===== src/gb_cart_pkg.sv =====
package gb_cart_pkg;

	// ------------------------------
	// cartridge header in the download stream
	// ------------------------------

	// byte addresses of the two 16-bit header words we care about
	localparam logic [24:0] HDR_TYPE_OFS = 25'h146; // sgb flag + cart type
	localparam logic [24:0] HDR_SIZE_OFS = 25'h148; // rom size + ram size

	// ------------------------------
	// widths
	// ------------------------------

	localparam int ROM_BANK_W  = 9;  // mbc5 goes up to 512 banks
	localparam int RAM_BANK_W  = 4;  // 16 banks of 8k max
	localparam int CRAM_ADDR_W = 17; // 128k byte address into cart ram
	localparam int ROM_WADDR_W = 24; // word address into external rom memory
	localparam int LBA_W       = 8;  // sector counter bits that matter

	// writing this to 0000-1fff turns cart ram on
	localparam logic [3:0] RAM_ENABLE_KEY = 4'hA;

	// ------------------------------
	// types
	// ------------------------------

	// memory bank controller families handled here
	typedef enum logic [2:0] {
		MBC_NONE = 3'd0, // plain 32k rom
		MBC_1    = 3'd1,
		MBC_2    = 3'd2, // 512x4 bit ram on chip
		MBC_3    = 3'd3, // rtc not modelled
		MBC_5    = 3'd4
	} mbc_kind_t;

	// download word is little endian, so the odd byte sits on top
	// 0x146: {type @0x147, sgb flag @0x146}
	// 0x148: {ram size @0x149, rom size @0x148}
	typedef union packed {
		struct packed {
			logic [7:0] mbc_type;
			logic [7:0] sgb_flag;
		} type_w;
		struct packed {
			logic [7:0] ram_size;
			logic [7:0] rom_size;
		} size_w;
	} hdr_word_u;

endpackage


===== src/cart_header.sv =====
`timescale 1ns/1ps

module cart_header (
	input  logic                                clk_sys,
	input  logic                                reset,
	input  logic                                cart_download,
	input  logic                                ioctl_wr,
	input  logic [24:0]                         ioctl_addr,
	input  logic [15:0]                         ioctl_dout,
	output gb_cart_pkg::mbc_kind_t              mbc_kind,
	output logic [gb_cart_pkg::ROM_BANK_W-1:0] rom_mask,
	output logic [gb_cart_pkg::RAM_BANK_W-1:0] ram_mask,
	output logic [7:0]                          ram_size_code,
	output logic                                has_battery
);
	import gb_cart_pkg::*;

	hdr_word_u  dl_word;  // current download word, two views
	logic [7:0] mbc_type; // raw cart type byte
	logic [7:0] rom_size; // raw rom size code

	assign dl_word = ioctl_dout;

	// grab the header bytes as they fly past
	always_ff @(posedge clk_sys) begin
		if (reset) begin
			mbc_type      <= 8'h00;
			rom_size      <= 8'h00;
			ram_size_code <= 8'h00;
		end else if (cart_download && ioctl_wr) begin
			if (ioctl_addr == HDR_TYPE_OFS)
				mbc_type <= dl_word.type_w.mbc_type;
			if (ioctl_addr == HDR_SIZE_OFS) begin
				ram_size_code <= dl_word.size_w.ram_size;
				rom_size      <= dl_word.size_w.rom_size;
			end
		end
	end

	// ------------------------------
	// decode
	// ------------------------------
	always_comb begin
		case (mbc_type)
			8'h01, 8'h02, 8'h03:                      mbc_kind = MBC_1;
			8'h05, 8'h06:                             mbc_kind = MBC_2;
			8'h0F, 8'h10, 8'h11, 8'h12, 8'h13:        mbc_kind = MBC_3;
			8'h19, 8'h1A, 8'h1B, 8'h1C, 8'h1D, 8'h1E: mbc_kind = MBC_5;
			default:                                  mbc_kind = MBC_NONE; // incl. unsupported mappers
		endcase

		// code n means 2<<n banks; the odd 0x52-0x54 sizes fall back to 128 banks
		if (rom_size <= 8'd8)
			rom_mask = 9'h1FF >> (4'd8 - rom_size[3:0]);
		else
			rom_mask = 9'h07F;

		if (ram_size_code <= 8'd2)
			ram_mask = 4'h0; // 2k or 8k, single bank
		else if (ram_size_code == 8'd3)
			ram_mask = 4'h3; // 32k
		else
			ram_mask = 4'hF; // 128k

		case (mbc_type)
			8'h03, 8'h06, 8'h09, 8'h0D, 8'h10,
			8'h13, 8'h1B, 8'h1E, 8'h22, 8'hFF: has_battery = 1'b1;
			default:                           has_battery = 1'b0;
		endcase
	end

endmodule


===== config.mk =====
export PLATFORM = sky130hd
export DESIGN_NAME = cart_header
export DESIGN_NICKNAME = d
export VERILOG_FILES = /design/src/gb_cart_pkg.sv /design/src/cart_header.sv
export SDC_FILE = /design/constraint.sdc
export NUM_CORES = 1
export LEC_CHECK = 0
export ABC_AREA = 1
export ABC_CLOCK_PERIOD_IN_PS = 1700
export BUFFER_PORTS_ARGS = -buffer_cell sky130_fd_sc_hd__clkbuf_2
export CORE_MARGIN = 2
export CORE_UTILIZATION = 35
export CTS_CLUSTER_DIAMETER = 100
export DETAILED_ROUTE_END_ITERATION = 16
export SYNTH_ARGS = -nofsm -noshare
export SYNTH_HDL_FRONTEND = slang
export SYNTH_SLANG_ARGS = --single-unit

===== constraint.sdc =====
create_clock -name clk_sys -period 1.7 [get_ports clk_sys]
set_clock_uncertainty 0.15 [all_clocks]
set_input_delay 0.085 -clock clk_sys [delete_from_list [all_inputs] [get_ports clk_sys]]
set_output_delay 0.085 -clock clk_sys [all_outputs]
set_load 0.05 [all_outputs]

After elaboration in Yosys (flattened, before gate mapping) --
Memory sizes are Yosys's and may differ from the RTL's. A register that Yosys moved wholly into a read port is not among the register bits. Index checks and enable logic that the tools add are counted.
Word-level totals: flip-flop bits (word level) 24, ROM bits 96, input bits 45, output and inout port bits 25, word-level logic and storage cells 33, memories 1
Memories:
- (no name shown) | depth 32, bits a word 3, rd ports 1, clocked after memory_dff 1, write ports 0, line cart_header.sv:44 | case (mbc_type)
Operators by class: $add $sub $neg 1, order comparisons 2, eq/ne operators 13, shift operators 1, muxes and demuxes 7, reduce and logical (&&, ||, !) cells 5
Operators by type and width (count):
- 25-bit by 9-bit equality test with 1-bit output, second input constant | 2
- 8-bit by 5-bit equality test with 1-bit output, second input constant | 4
- 8-bit by 2-bit equality test with 1-bit output, second input constant | 2
- 8-bit by 4-bit equality test with 1-bit output, second input constant | 2
- 5-bit 2-to-1 mux | 2
- 10-bit OR reduction | 1
- 9-bit 2-to-1 mux | 1
- 9-bit by 4-bit right shift with 9-bit output, first input constant | 1
- 8-bit by 3-bit equality test with 1-bit output, second input constant | 1
- 8-bit by 6-bit equality test with 1-bit output, second input constant | 1
- 8-bit equality test, second input constant | 1
- 8-bit by 2-bit less-or-equal comparator with 1-bit output, second input constant | 1
- 8-bit by 4-bit less-or-equal comparator with 1-bit output, second input constant | 1
- 4-bit 2-to-1 mux | 2
- 2-bit AND reduction | 2
- 4-bit subtractor, first input constant | 1
- 3-bit logical NOT | 1
- 3-bit 2-to-1 mux | 1
- 1-bit logical AND | 1
- 1-bit 2-to-1 mux | 1

Longest topological paths before layout --
Gate-level depths: netlist (run 1).
depth after elaboration 4, gate-level depth with buffers 15

Least setup slack after synthesis (run 1) --
Ideal clock, no wire load.
path kind reg2out, from register rom_size[1], to output port rom_mask[7] in the netlist's numbering, arrival time 2434 ps, setup slack -969 ps, cell stages (with the launch flop) 7, cells stage by stage dfxtp_1 -> inv_1 -> ha_1 -> inv_1 -> ha_1 -> inv_1 -> nor4_1
On the way: cells in the longest elaborated chain, start to end 3
RTL lines:
- start, declared | line cart_header.sv:20 | logic [7:0] rom_size;
- start signal, assigned | line cart_header.sv:35 | rom_size <= dl_word.size_w.rom_size;
- 4-bit subtractor | line cart_header.sv:54 | rom_mask = 9'h1FF >> (4'd8 - rom_size[3:0]);
- 9-bit by 4-bit right shift with 9-bit output | line cart_header.sv:54
- 9-bit 2-to-1 mux (*) | line cart_header.sv:53 | if (rom_size <= 8'd8)
- end, declared | line cart_header.sv:11 | output logic [gb_cart_pkg::ROM_BANK_W-1:0] rom_mask,
Mark *: on every way between the ends. The rest lies on a longest branch, timed or not.

Worst setup path after layout (run 1) --
from register rom_size[0], to output port rom_mask[6] in the netlist's numbering
The elaborated chain is that of the path after synthesis.

==> results of run 1 <==
cell usage after synthesis (all sizes together), types with 3 or more instances:
library cell / count
inv: 55
nor4: 7
nor3: 8
o211ai: 3
buf: 8
ha: 6
a211oi: 3
nand4: 4
dfxtp: 27
nand2: 61
nor2: 56
nand3: 12
o21ai: 6
critical path, stage by stage (launching register included):
cell	delay, ns
dfxtp_4	0.38
inv_4	0.06
ha_4	0.13
inv_2	0.04
ha_4	0.26
inv_4	0.04
o21ai_4	0.13
inv_2	0.08
a21oi_4	0.12
buf_8	0.16
final cells by class:
| cell class | count | area (µm²) | share of cell area |
|---|---|---|---|
| Sequential cell | 27 | 574 | 0.199 |
| Tap cell | 54 | 67.6 | 0.0234 |
| Multi-Input combinational cell | 171 | 1130 | 0.392 |
| Clock inverter | 1 | 6.26 | 0.00217 |
| Clock buffer | 3 | 41.3 | 0.0143 |
| Timing Repair Buffer | 112 | 841 | 0.292 |
| Inverter | 55 | 223 | 0.0772 |
cells in the final DEF (no fill, tap or decap), types with 2 or more instances in the layout:
master and n:
nand2_4 4, o211ai_2 2, nor2_1 48, buf_4 22, dfxtp_4 7, nor2_4 5, o21ai_1 3, nand4_1 4
nor4_2 3, ha_1 4, o21ai_2 2, nor3_4 2, nand2_1 55, buf_8 9, nor4_4 4, inv_2 9
clkbuf_8 5, nor3_1 4, inv_4 6, dlygate4sd3_1 18, dfxtp_2 6, nand3_2 5, dfxtp_1 14, o41ai_2 2
inv_1 40, clkbuf_2 57, nand2_2 2, ha_4 2, nand3_1 6, nor2_2 3, a211oi_1 2, buf_6 2
nor3_2 2
path summary, 6_finish.rpt:
kind,startpoint,endpoint,slack [ns],cells past startpoint
worst max-delay path,rom_size[0],rom_mask[6],-0.21,9
worst min register to register,mbc_type[7],mbc_type[7],0.35,2
worst min-delay path,ioctl_addr[8],mbc_type[0],0.17,6
worst max register to register,mbc_type[6],mbc_type[6],0.23,3
per-layer routing:
layer	wire length [µm]	vias up	track usage
li1	-	1014	-
met1	2000	819	0.203
met2	2380	53	0.302
met3	196	6	0.0180
met4	86	0	0.0494
met5	0	-	0
through the flow:
step	total power, µW	setup TNS, ns
2_1_floorplan	666	-0.820
3_3_place_gp	726	-0.179
3_5_place_dp	726	-0.427
4_1_cts	1150	-1.80
5_1_grt	1170	-2.02
6_report	1130	-1.44
repair_timing:
action,4_1_cts,5_1_grt
setup endpoints to repair,10,16
pin swaps,7,8
endpoints found under the hold margin,21,0
resized for setup,43,47
buffers inserted,5,6
hold buffers,18,0
power groups by stage:
stage               registers, µW  clock network (µW)  logic [µW]
floorplan                     643                   0        22.3
global placement              643                   0        82.8
detailed placement            643                   0        82.5
CTS                           629                 405         113
finish                        621                 383         126
global route                  621                 415         138
logic make-up (layout without fill, tap and decap cells):
logic type,after synthesis,count (layout),share of synthesized area
AOI/OAI and AO/OA,16,16,0.0697
xor gates and xnor gates,1,1,0.00525
adders and majority gates,6,6,0.0450
buffers and inverters,63,171,0.158
DFF,27,27,0.324
and+or+nand+nor,148,148,0.398
==> flow_metrics.py, run 1 <==
metrics = {
    "synthesis": {
        "ys.flop_type": "dfxtp_1",
        "yosysSeqAreaShare": 0.324,
        "synth_edf_count": 0,
        "synth.top_cell.area_share": 0.324,
        "synth_nets": 312,
        "synth_seq_cells": 27,
        "yosysWarnings": 0,
        "async_flop_share": 0,
        "syn_area_per_cell_um2": 6.40,
        "yosys.area.top_type": "dfxtp_1",
        "synth_cells": 261,
        "synth_area_leaders": "dfxtp_1 32%, nand2_1 13%, inv_1 12%",
        "ys_types": 28,
        "syn_area_um2": 1670,
    },
    "min_path": {
        "hold_class": "in -> reg",
    },
    "floorplan": {
        "io_pins": 70,
        "coreArea_um2": 4660,
        "die_area_um2": 5340,
        "die_w_um": 73.1,
        "fp.dieH_um": 73.1,
        "placementRows": 25,
        "initial_core_util": 0.358,
    },
    "routing": {
        "drt_iter0_drc": 62,
        "drt_wl_total_um": 4660,
        "drc": 0,
        "wl_per_cell_um": 11.0,
        "dr.pass1.iters": 4,
        "ant_nets": 0,
        "vias_per_cell": 4.47,
        "vias": 1892,
    },
    "sta": {
        "worst_pin_slew_ns": 0.316,
        "max_freq_ghz": 0.523,
        "drv_slew": 0,
        "setup_slack_ns": -0.212,
        "period_share": 1.12,
        "finalCriticalPeriod_ns": 1.91,
        "setup_viol": 10,
        "hold_viol": 0,
        "rsz0062_at_grt": "true",
        "whs_ns": 0.174,
        "relSlewSlack": 0.789,
    },
    "final_layout": {
        "area_growth_pct": 72.8,
        "antenna_cells": 0,
        "fin_area_um2": 2880,
        "nNetsFinal": 421,
        "stdcell_count": 423,
        "drive_gt1_frac": 0.461,
        "fillCellCount": 395,
        "fin_util": 0.619,
    },
    "job": {
        "maxCapViolations": 0,
    },
    "global_routing": {
        "antenna_found_initial": 0,
        "grt_pass1_wl_um": 7040,
        "grt_pass1_vias": 1686,
        "overflow": 0,
        "grt_max_degree": 33,
        "grt_use_total": 0.166,
    },
    "clocking": {
        "cts_tree": "built",
        "htree_num_levels": 1,
        "clk_latency_ns": 0.28,
        "cts_sinks": 27,
        "cts_max_path_buffers": 2,
        "cts.clk_slew.worst_paths_ns": 0.10,
        "cts_inserted_buffers": 3,
        "clock-root-buffer": "clkbuf_8",
    },
    "power": {
        "share_seq_of_total_power": 0.550,
        "p_int_uw": 867,
        "clockPowerShare": 0.339,
        "switching_share": 0.232,
        "combPwrFrac": 0.112,
        "p_leak_uw": 0.00155,
        "power_density_nw_per_um2": 392,
        "p_switching_uw": 262,
        "ir_drop_v": 0.000344,
    },
    "run_status": {
        "failed_checks": "negative setup slack",
        "status": "finished, violations left",
    },
    "place": {
        "dp.cells": 390,
        "gp_congestion": 0.861,
        "hpwl_um": 3120,
        "post-place-ws_ns": -0.107,
        "placement.cell_area_um2": 2270,
        "port_buffers": 69,
    },
    "worst_setup_path": {
        "critPathKind": "reg -> out",
        "path_max_fanout": 3,
        "cp.arrival_ns": 1.68,
        "startpoint_type": "flip-flop",
        "required_ns": 1.46,
        "worstSetupEndpointType": "output port",
    },
}
Note: power is estimated with default switching activity, not from simulation.
==> run 2, diff against run 1 <==
Settings changed: ABC_AREA 1 to 0, CAP_MARGIN set to 20.
==> flow_metrics.py, run 2 <==
metrics = {
    "run_status": {
        "status": "finished, violations left",
        "failed_checks": "negative setup slack",
    },
    "clocking": {
        "cts_inserted_buffers": 3,
        "cts.clk_slew.worst_paths_ns": 0.10,
        "htree_num_levels": 1,
        "clk_latency_ns": 0.28,
        "cts_tree": "built",
        "cts_max_path_buffers": 2,
        "clock-root-buffer": "clkbuf_8",
        "cts_sinks": 27,
    },
    "worst_setup_path": {
        "worstSetupEndpointType": "flip-flop",
        "path_max_fanout": 3,
        "crit_slowest_cell": "nor4_4",
        "startpoint_type": "primary input",
        "cp.arrival_ns": 2.13,
        "critPathKind": "in -> reg",
        "path_cells": "buf_6 -> nor4_4 -> nand4_4 -> nor3_4 -> mux2i_2 -> buf_4 -> or2_1 -> ha_2 -> inv_1 -> a21oi_2 -> nor3_2 -> a2111oi_4 -> a21oi_1",
        "slowest_delay_ns": 0.31,
        "required_ns": 1.73,
    },
    "synthesis": {
        "synth_edf_count": 0,
        "ys_types": 43,
        "yosysWarnings": 0,
        "syn_area_um2": 1600,
        "synth_common_cells": "31 x nor2_1, 27 x dfxtp_1, 25 x mux2i_1",
        "synth_seq_cells": 27,
        "yosysMostFrequentCell": "nor2_1",
        "synth_cells": 179,
        "yosys.area.top_type": "dfxtp_1",
        "async_flop_share": 0,
        "synth_area_leaders": "dfxtp_1 34%, mux2i_1 16%, nor2_1 7.3%",
        "yosysSeqAreaShare": 0.338,
        "synth.top_cell.area_share": 0.338,
        "ys.flop_type": "dfxtp_1",
        "synth_nets": 230,
        "syn_area_per_cell_um2": 8.93,
    },
    "final_layout": {
        "area_growth_pct": 85.8,
        "final_common_cell": "clkbuf_2",
        "antenna_cells": 0,
        "fin_area_um2": 2970,
        "drive_gt1_frac": 0.578,
        "nNetsFinal": 348,
        "final_cell_mix": "51 x clkbuf_2, 31 x nor2_1, 30 x buf_4, 23 x mux2i_1, 17 x dfxtp_1",
    },
    "power": {
        "ir_drop_v": 0.000504,
        "p_leak_uw": 0.00130,
        "finalPower_uw": 1170,
        "power_density_nw_per_um2": 394,
    },
    "routing": {
        "drt_wl_total_um": 5290,
        "dr.pass1.iters": 4,
        "drt_iter0_drc": 92,
        "vias_per_cell": 5.09,
        "wl_per_cell_um": 15.2,
        "drc": 0,
        "ant_nets": 0,
        "vias": 1770,
    },
    "min_path": {
        "hold_class": "in -> reg",
    },
    "place": {
        "port_buffers": 69,
        "hpwl_um": 3310,
        "gp_congestion": 0.869,
        "placement.cell_area_um2": 2300,
    },
    "global_routing": {
        "grt_pass1_wl_um": 8330,
        "overflow": 0,
        "grt_max_degree": 18,
        "grt_use_total": 0.207,
        "antenna_found_initial": 0,
        "grt_pass1_vias": 1782,
    },
    "job": {
        "maxCapViolations": 0,
    },
    "floorplan": {
        "initial_core_util": 0.365,
        "placementRows": 24,
        "coreArea_um2": 4380,
        "fp.dieH_um": 71.6,
        "die_w_um": 71.6,
        "die_area_um2": 5130,
        "io_pins": 70,
    },
    "sta": {
        "setup_slack_ns": -0.404,
        "finalCriticalPeriod_ns": 2.10,
        "max_freq_ghz": 0.475,
        "setup_viol": 13,
        "drv_slew": 0,
        "rsz0062_at_grt": "true",
        "hold_viol": 0,
        "period_share": 1.24,
        "worst_pin_slew_ns": 0.312,
        "fin_setup_tns_ns": -3.12,
        "relSlewSlack": 0.792,
    },
}
## run 2: critical path: cells and delay by family
| family | cells | cell delay, ns |
|---|---|---|
| compound gates | 3 | 0.37 |
| mux | 1 | 0.29 |
| fa+ha+maj | 1 | 0.17 |
| simple gates | 5 | 0.86 |
| buf+inv | 3 | 0.34 |
## run 2: timing repair
action | in CTS | in global routing
cloned | 0 | 0
setup buffers | 11 | 3
hold buffers | 15 | 0
pin swaps | 13 | 9
resized for setup | 65 | 35
endpoints found under the setup margin | 15 | 17
endpoints found under the hold margin | 20 | 0
## run 2: logic make-up (layout without fill, tap and decap cells)
group | Yosys count | after routing | synth area share
AO/OA/AOI/OAI | 23 | 23 | 0.100
XOR/XNOR | 3 | 3 | 0.0164
adder cells (fa/ha/maj) | 6 | 6 | 0.0469
buffers and inverters | 17 | 134 | 0.0571
flip-flops | 27 | 27 | 0.338
multiplexers | 25 | 25 | 0.156
AND/OR/NAND/NOR | 78 | 78 | 0.285
## run 2: worst paths after layout
check,startpoint,to,slack [ns],cells past startpoint
max,ioctl_addr[18],flip-flop,-0.40,13
min,ioctl_dout[11],mbc_type[3],0.02,3
max reg2reg,mbc_type[1],flip-flop,-0.07,9
min reg2reg,rom_size[4],rom_size[4],0.36,2
## run 2: final cells by class
| class | instances | area [µm²] |
|---|---|---|
| clock buffer | 3 | 41.3 |
| inverter | 7 | 26.3 |
| fill | 333 | 1410 |
| timing repair buffer | 123 | 1020 |
| clock inverter | 1 | 8.76 |
| multi-input combinational | 135 | 1250 |
| tap | 52 | 65.1 |
| sequential | 27 | 563 |
## run 2: layer usage
| metal | GRT usage | routed length [µm] |
|---|---|---|
| met1 | 0.244 | 2140 |
| met2 | 0.378 | 2630 |
| met3 | 0.0436 | 409 |
| met4 | 0.0566 | 116 |
| met5 | 0 | 0 |
## run 2: power by group
group	internal (µW)	switching [µW]	total, µW
registers	625	0.00000717	625
clock network	173	225	398
logic	80.7	66.6	147
## run 2: per-stage QoR
step / setup slack [ns] / util / std cells / hold WS, ns
detailed placement: -0.670 / 0.524 / 318 / 0.180
floorplan: -0.458 / - / 179 / 0.0809
CTS: -0.310 / 0.654 / 348 / 0.00959
global placement: -0.603 / 0.524 / 318 / 0.172
global route: -0.495 / 0.678 / 348 / 0.0633
finish: -0.404 / 0.678 / 348 / 0.0209
==> run 3, diff against run 2 <==
Settings changed: ABC_CLOCK_PERIOD_IN_PS 1700 to 2300, GPL_ROUTABILITY_DRIVEN set to 0.
Clock period 1.7 ns to 2.3 ns, I/O delays scaled along.
==> flow_metrics.py, run 3 (same netlist as run 2, synthesis figures left out) <==
metrics = {
    "sta": {
        "whs_ns": 0.0281,
        "hold_viol": 0,
        "worst_pin_slew_ns": 0.516,
        "setup_viol": 0,
        "drv_slew": 0,
        "period_share": 0.980,
        "relSlewSlack": 0.653,
        "finalCriticalPeriod_ns": 2.25,
        "rsz0062_at_grt": "true",
        "max_freq_ghz": 0.444,
    },
    "power": {
        "ir_drop_v": 0.000280,
        "clockPowerShare": 0.324,
        "switching_share": 0.223,
        "combPwrFrac": 0.111,
        "p_leak_uw": 0.00102,
        "share_seq_of_total_power": 0.565,
        "p_int_uw": 642,
        "finalPower_uw": 826,
        "p_switching_uw": 185,
        "power_density_nw_per_um2": 362,
    },
    "routing": {
        "vias": 1577,
        "drt_iter0_drc": 40,
        "dr.pass1.iters": 4,
        "drc": 0,
        "vias_per_cell": 4.96,
        "drt_wl_total_um": 3970,
        "wl_per_cell_um": 12.5,
        "ant_nets": 0,
    },
    "final_layout": {
        "antenna_cells": 0,
        "stdcell_count": 318,
        "fillCellCount": 430,
        "final_cell_mix": "67 x clkbuf_2, 31 x nor2_1, 27 x dfxtp_1, 23 x mux2i_1, 13 x dlygate4sd3_1",
        "fin_util": 0.520,
        "final_common_cell": "clkbuf_2",
        "area_growth_pct": 42.6,
        "drive_gt1_frac": 0.383,
        "nNetsFinal": 318,
    },
    "clocking": {
        "cts_tree": "built",
        "clk_latency_ns": 0.27,
        "cts_inserted_buffers": 3,
        "cts.clk_slew.worst_paths_ns": 0.09,
        "htree_num_levels": 1,
        "cts_max_path_buffers": 2,
        "cts_sinks": 27,
        "clock-root-buffer": "clkbuf_8",
    },
    "global_routing": {
        "grt_pass1_wl_um": 6470,
        "overflow": 0,
        "grt_pass1_vias": 1558,
        "antenna_found_initial": 0,
        "grt_use_total": 0.155,
        "grt_max_degree": 18,
    },
    "floorplan": {
        "initial_core_util": 0.365,
        "coreArea_um2": 4380,
        "fp.dieH_um": 71.6,
        "die_w_um": 71.6,
        "die_area_um2": 5130,
        "placementRows": 24,
        "io_pins": 70,
    },
    "worst_setup_path": {
        "crit_family": "simple AND/OR/NAND/NOR gates",
        "path_cells": "clkbuf_2 -> nor4_4 -> nand4_4 -> nor3_4 -> mux2i_2 -> nor2_1 -> ha_2 -> nor2b_4 -> and3_4 -> a2111oi_4 -> a21oi_2",
        "startpoint_type": "primary input",
        "ff2ff_path_depth": 9,
        "required_ns": 2.31,
        "cp.arrival_ns": 2.27,
        "worstSetupEndpointType": "flip-flop",
        "critPathKind": "in -> reg",
        "crit_slowest_cell": "nor3_4",
        "slowest_delay_ns": 0.33,
        "path_depth": 11,
        "path_max_fanout": 4,
        "cp_num_buf_inv": 1,
    },
    "run_status": {
        "status": "finished clean",
    },
    "place": {
        "dp.cells": 299,
        "port_buffers": 69,
        "hpwl_um": 2940,
    },
    "min_path": {
        "hold-path-cell-count": 3,
        "hold_class": "in -> reg",
    },
    "job": {
        "maxCapViolations": 0,
    },
}
==> run 3: worst paths after layout <==
kind	start	endpoint	slack, ns
worst max-delay path	ioctl_addr[23]	flip-flop	0.05
worst min-delay path	ioctl_dout[10]	mbc_type[2]	0.03
worst max register to register	mbc_type[0]	flip-flop	0.46
worst min register to register	rom_size[5]	rom_size[5]	0.37
==> run 3: layer usage <==
layer  vias to the layer above  part of all wire  track usage
met1                       710              0.45        0.189
met3                         7             0.070       0.0253
met5                         -                 0            0
met4                         0             0.019       0.0629
li1                        804                 -            -
met2                        56              0.46        0.270
==> run 3: worst register-to-register path: cells and delay by family (launching register included) <==
| kind | cells | cell delay, ns |
|---|---|---|
| buffers and inverters | 2 | 0.25 |
| DFF | 1 | 0.45 |
| AOI/OAI and AO/OA | 3 | 0.20 |
| muxes | 1 | 0.12 |
| and+or+nand+nor | 2 | 0.39 |
| adders and majority gates | 1 | 0.23 |
==> run 3: repair_timing <==
item	4_1_cts	5_1_grt
hold buffers	13	0
setup buffers	0	2
gates resized for setup	0	16
endpoints found under the setup margin	0	3
endpoints found under the hold margin	16	0
==> run 3: cell type report <==
cell class	count	area (µm²)	area share
Sequential cell	27	541	0.237
Timing Repair Buffer	93	577	0.253
Inverter	7	26.3	0.0115
Clock buffer	4	45.0	0.0198
Tap cell	52	65.1	0.0285
Multi-Input combinational cell	135	1030	0.450
==> run 3: power by group through the flow <==
stage	Sequential (µW)	Combinational (µW)	Clock, µW
after floorplan	478	19.6	0
after global placement	478	70.8	0
after detailed placement	478	72.0	0
after CTS	467	89.0	278
after global routing	467	100	301
final	467	92.0	267
==> run 3: through the flow <==
stage               setup TNS, ns  setup slack [ns]  area [µm²]
finish                          0            0.0461        2280
global route               -0.165           -0.0678        2280
CTS                             0            0.0560        2200
detailed placement         -0.566            -0.241        2030
global placement           -0.333            -0.146        2030
floorplan                       0            0.0138        1600
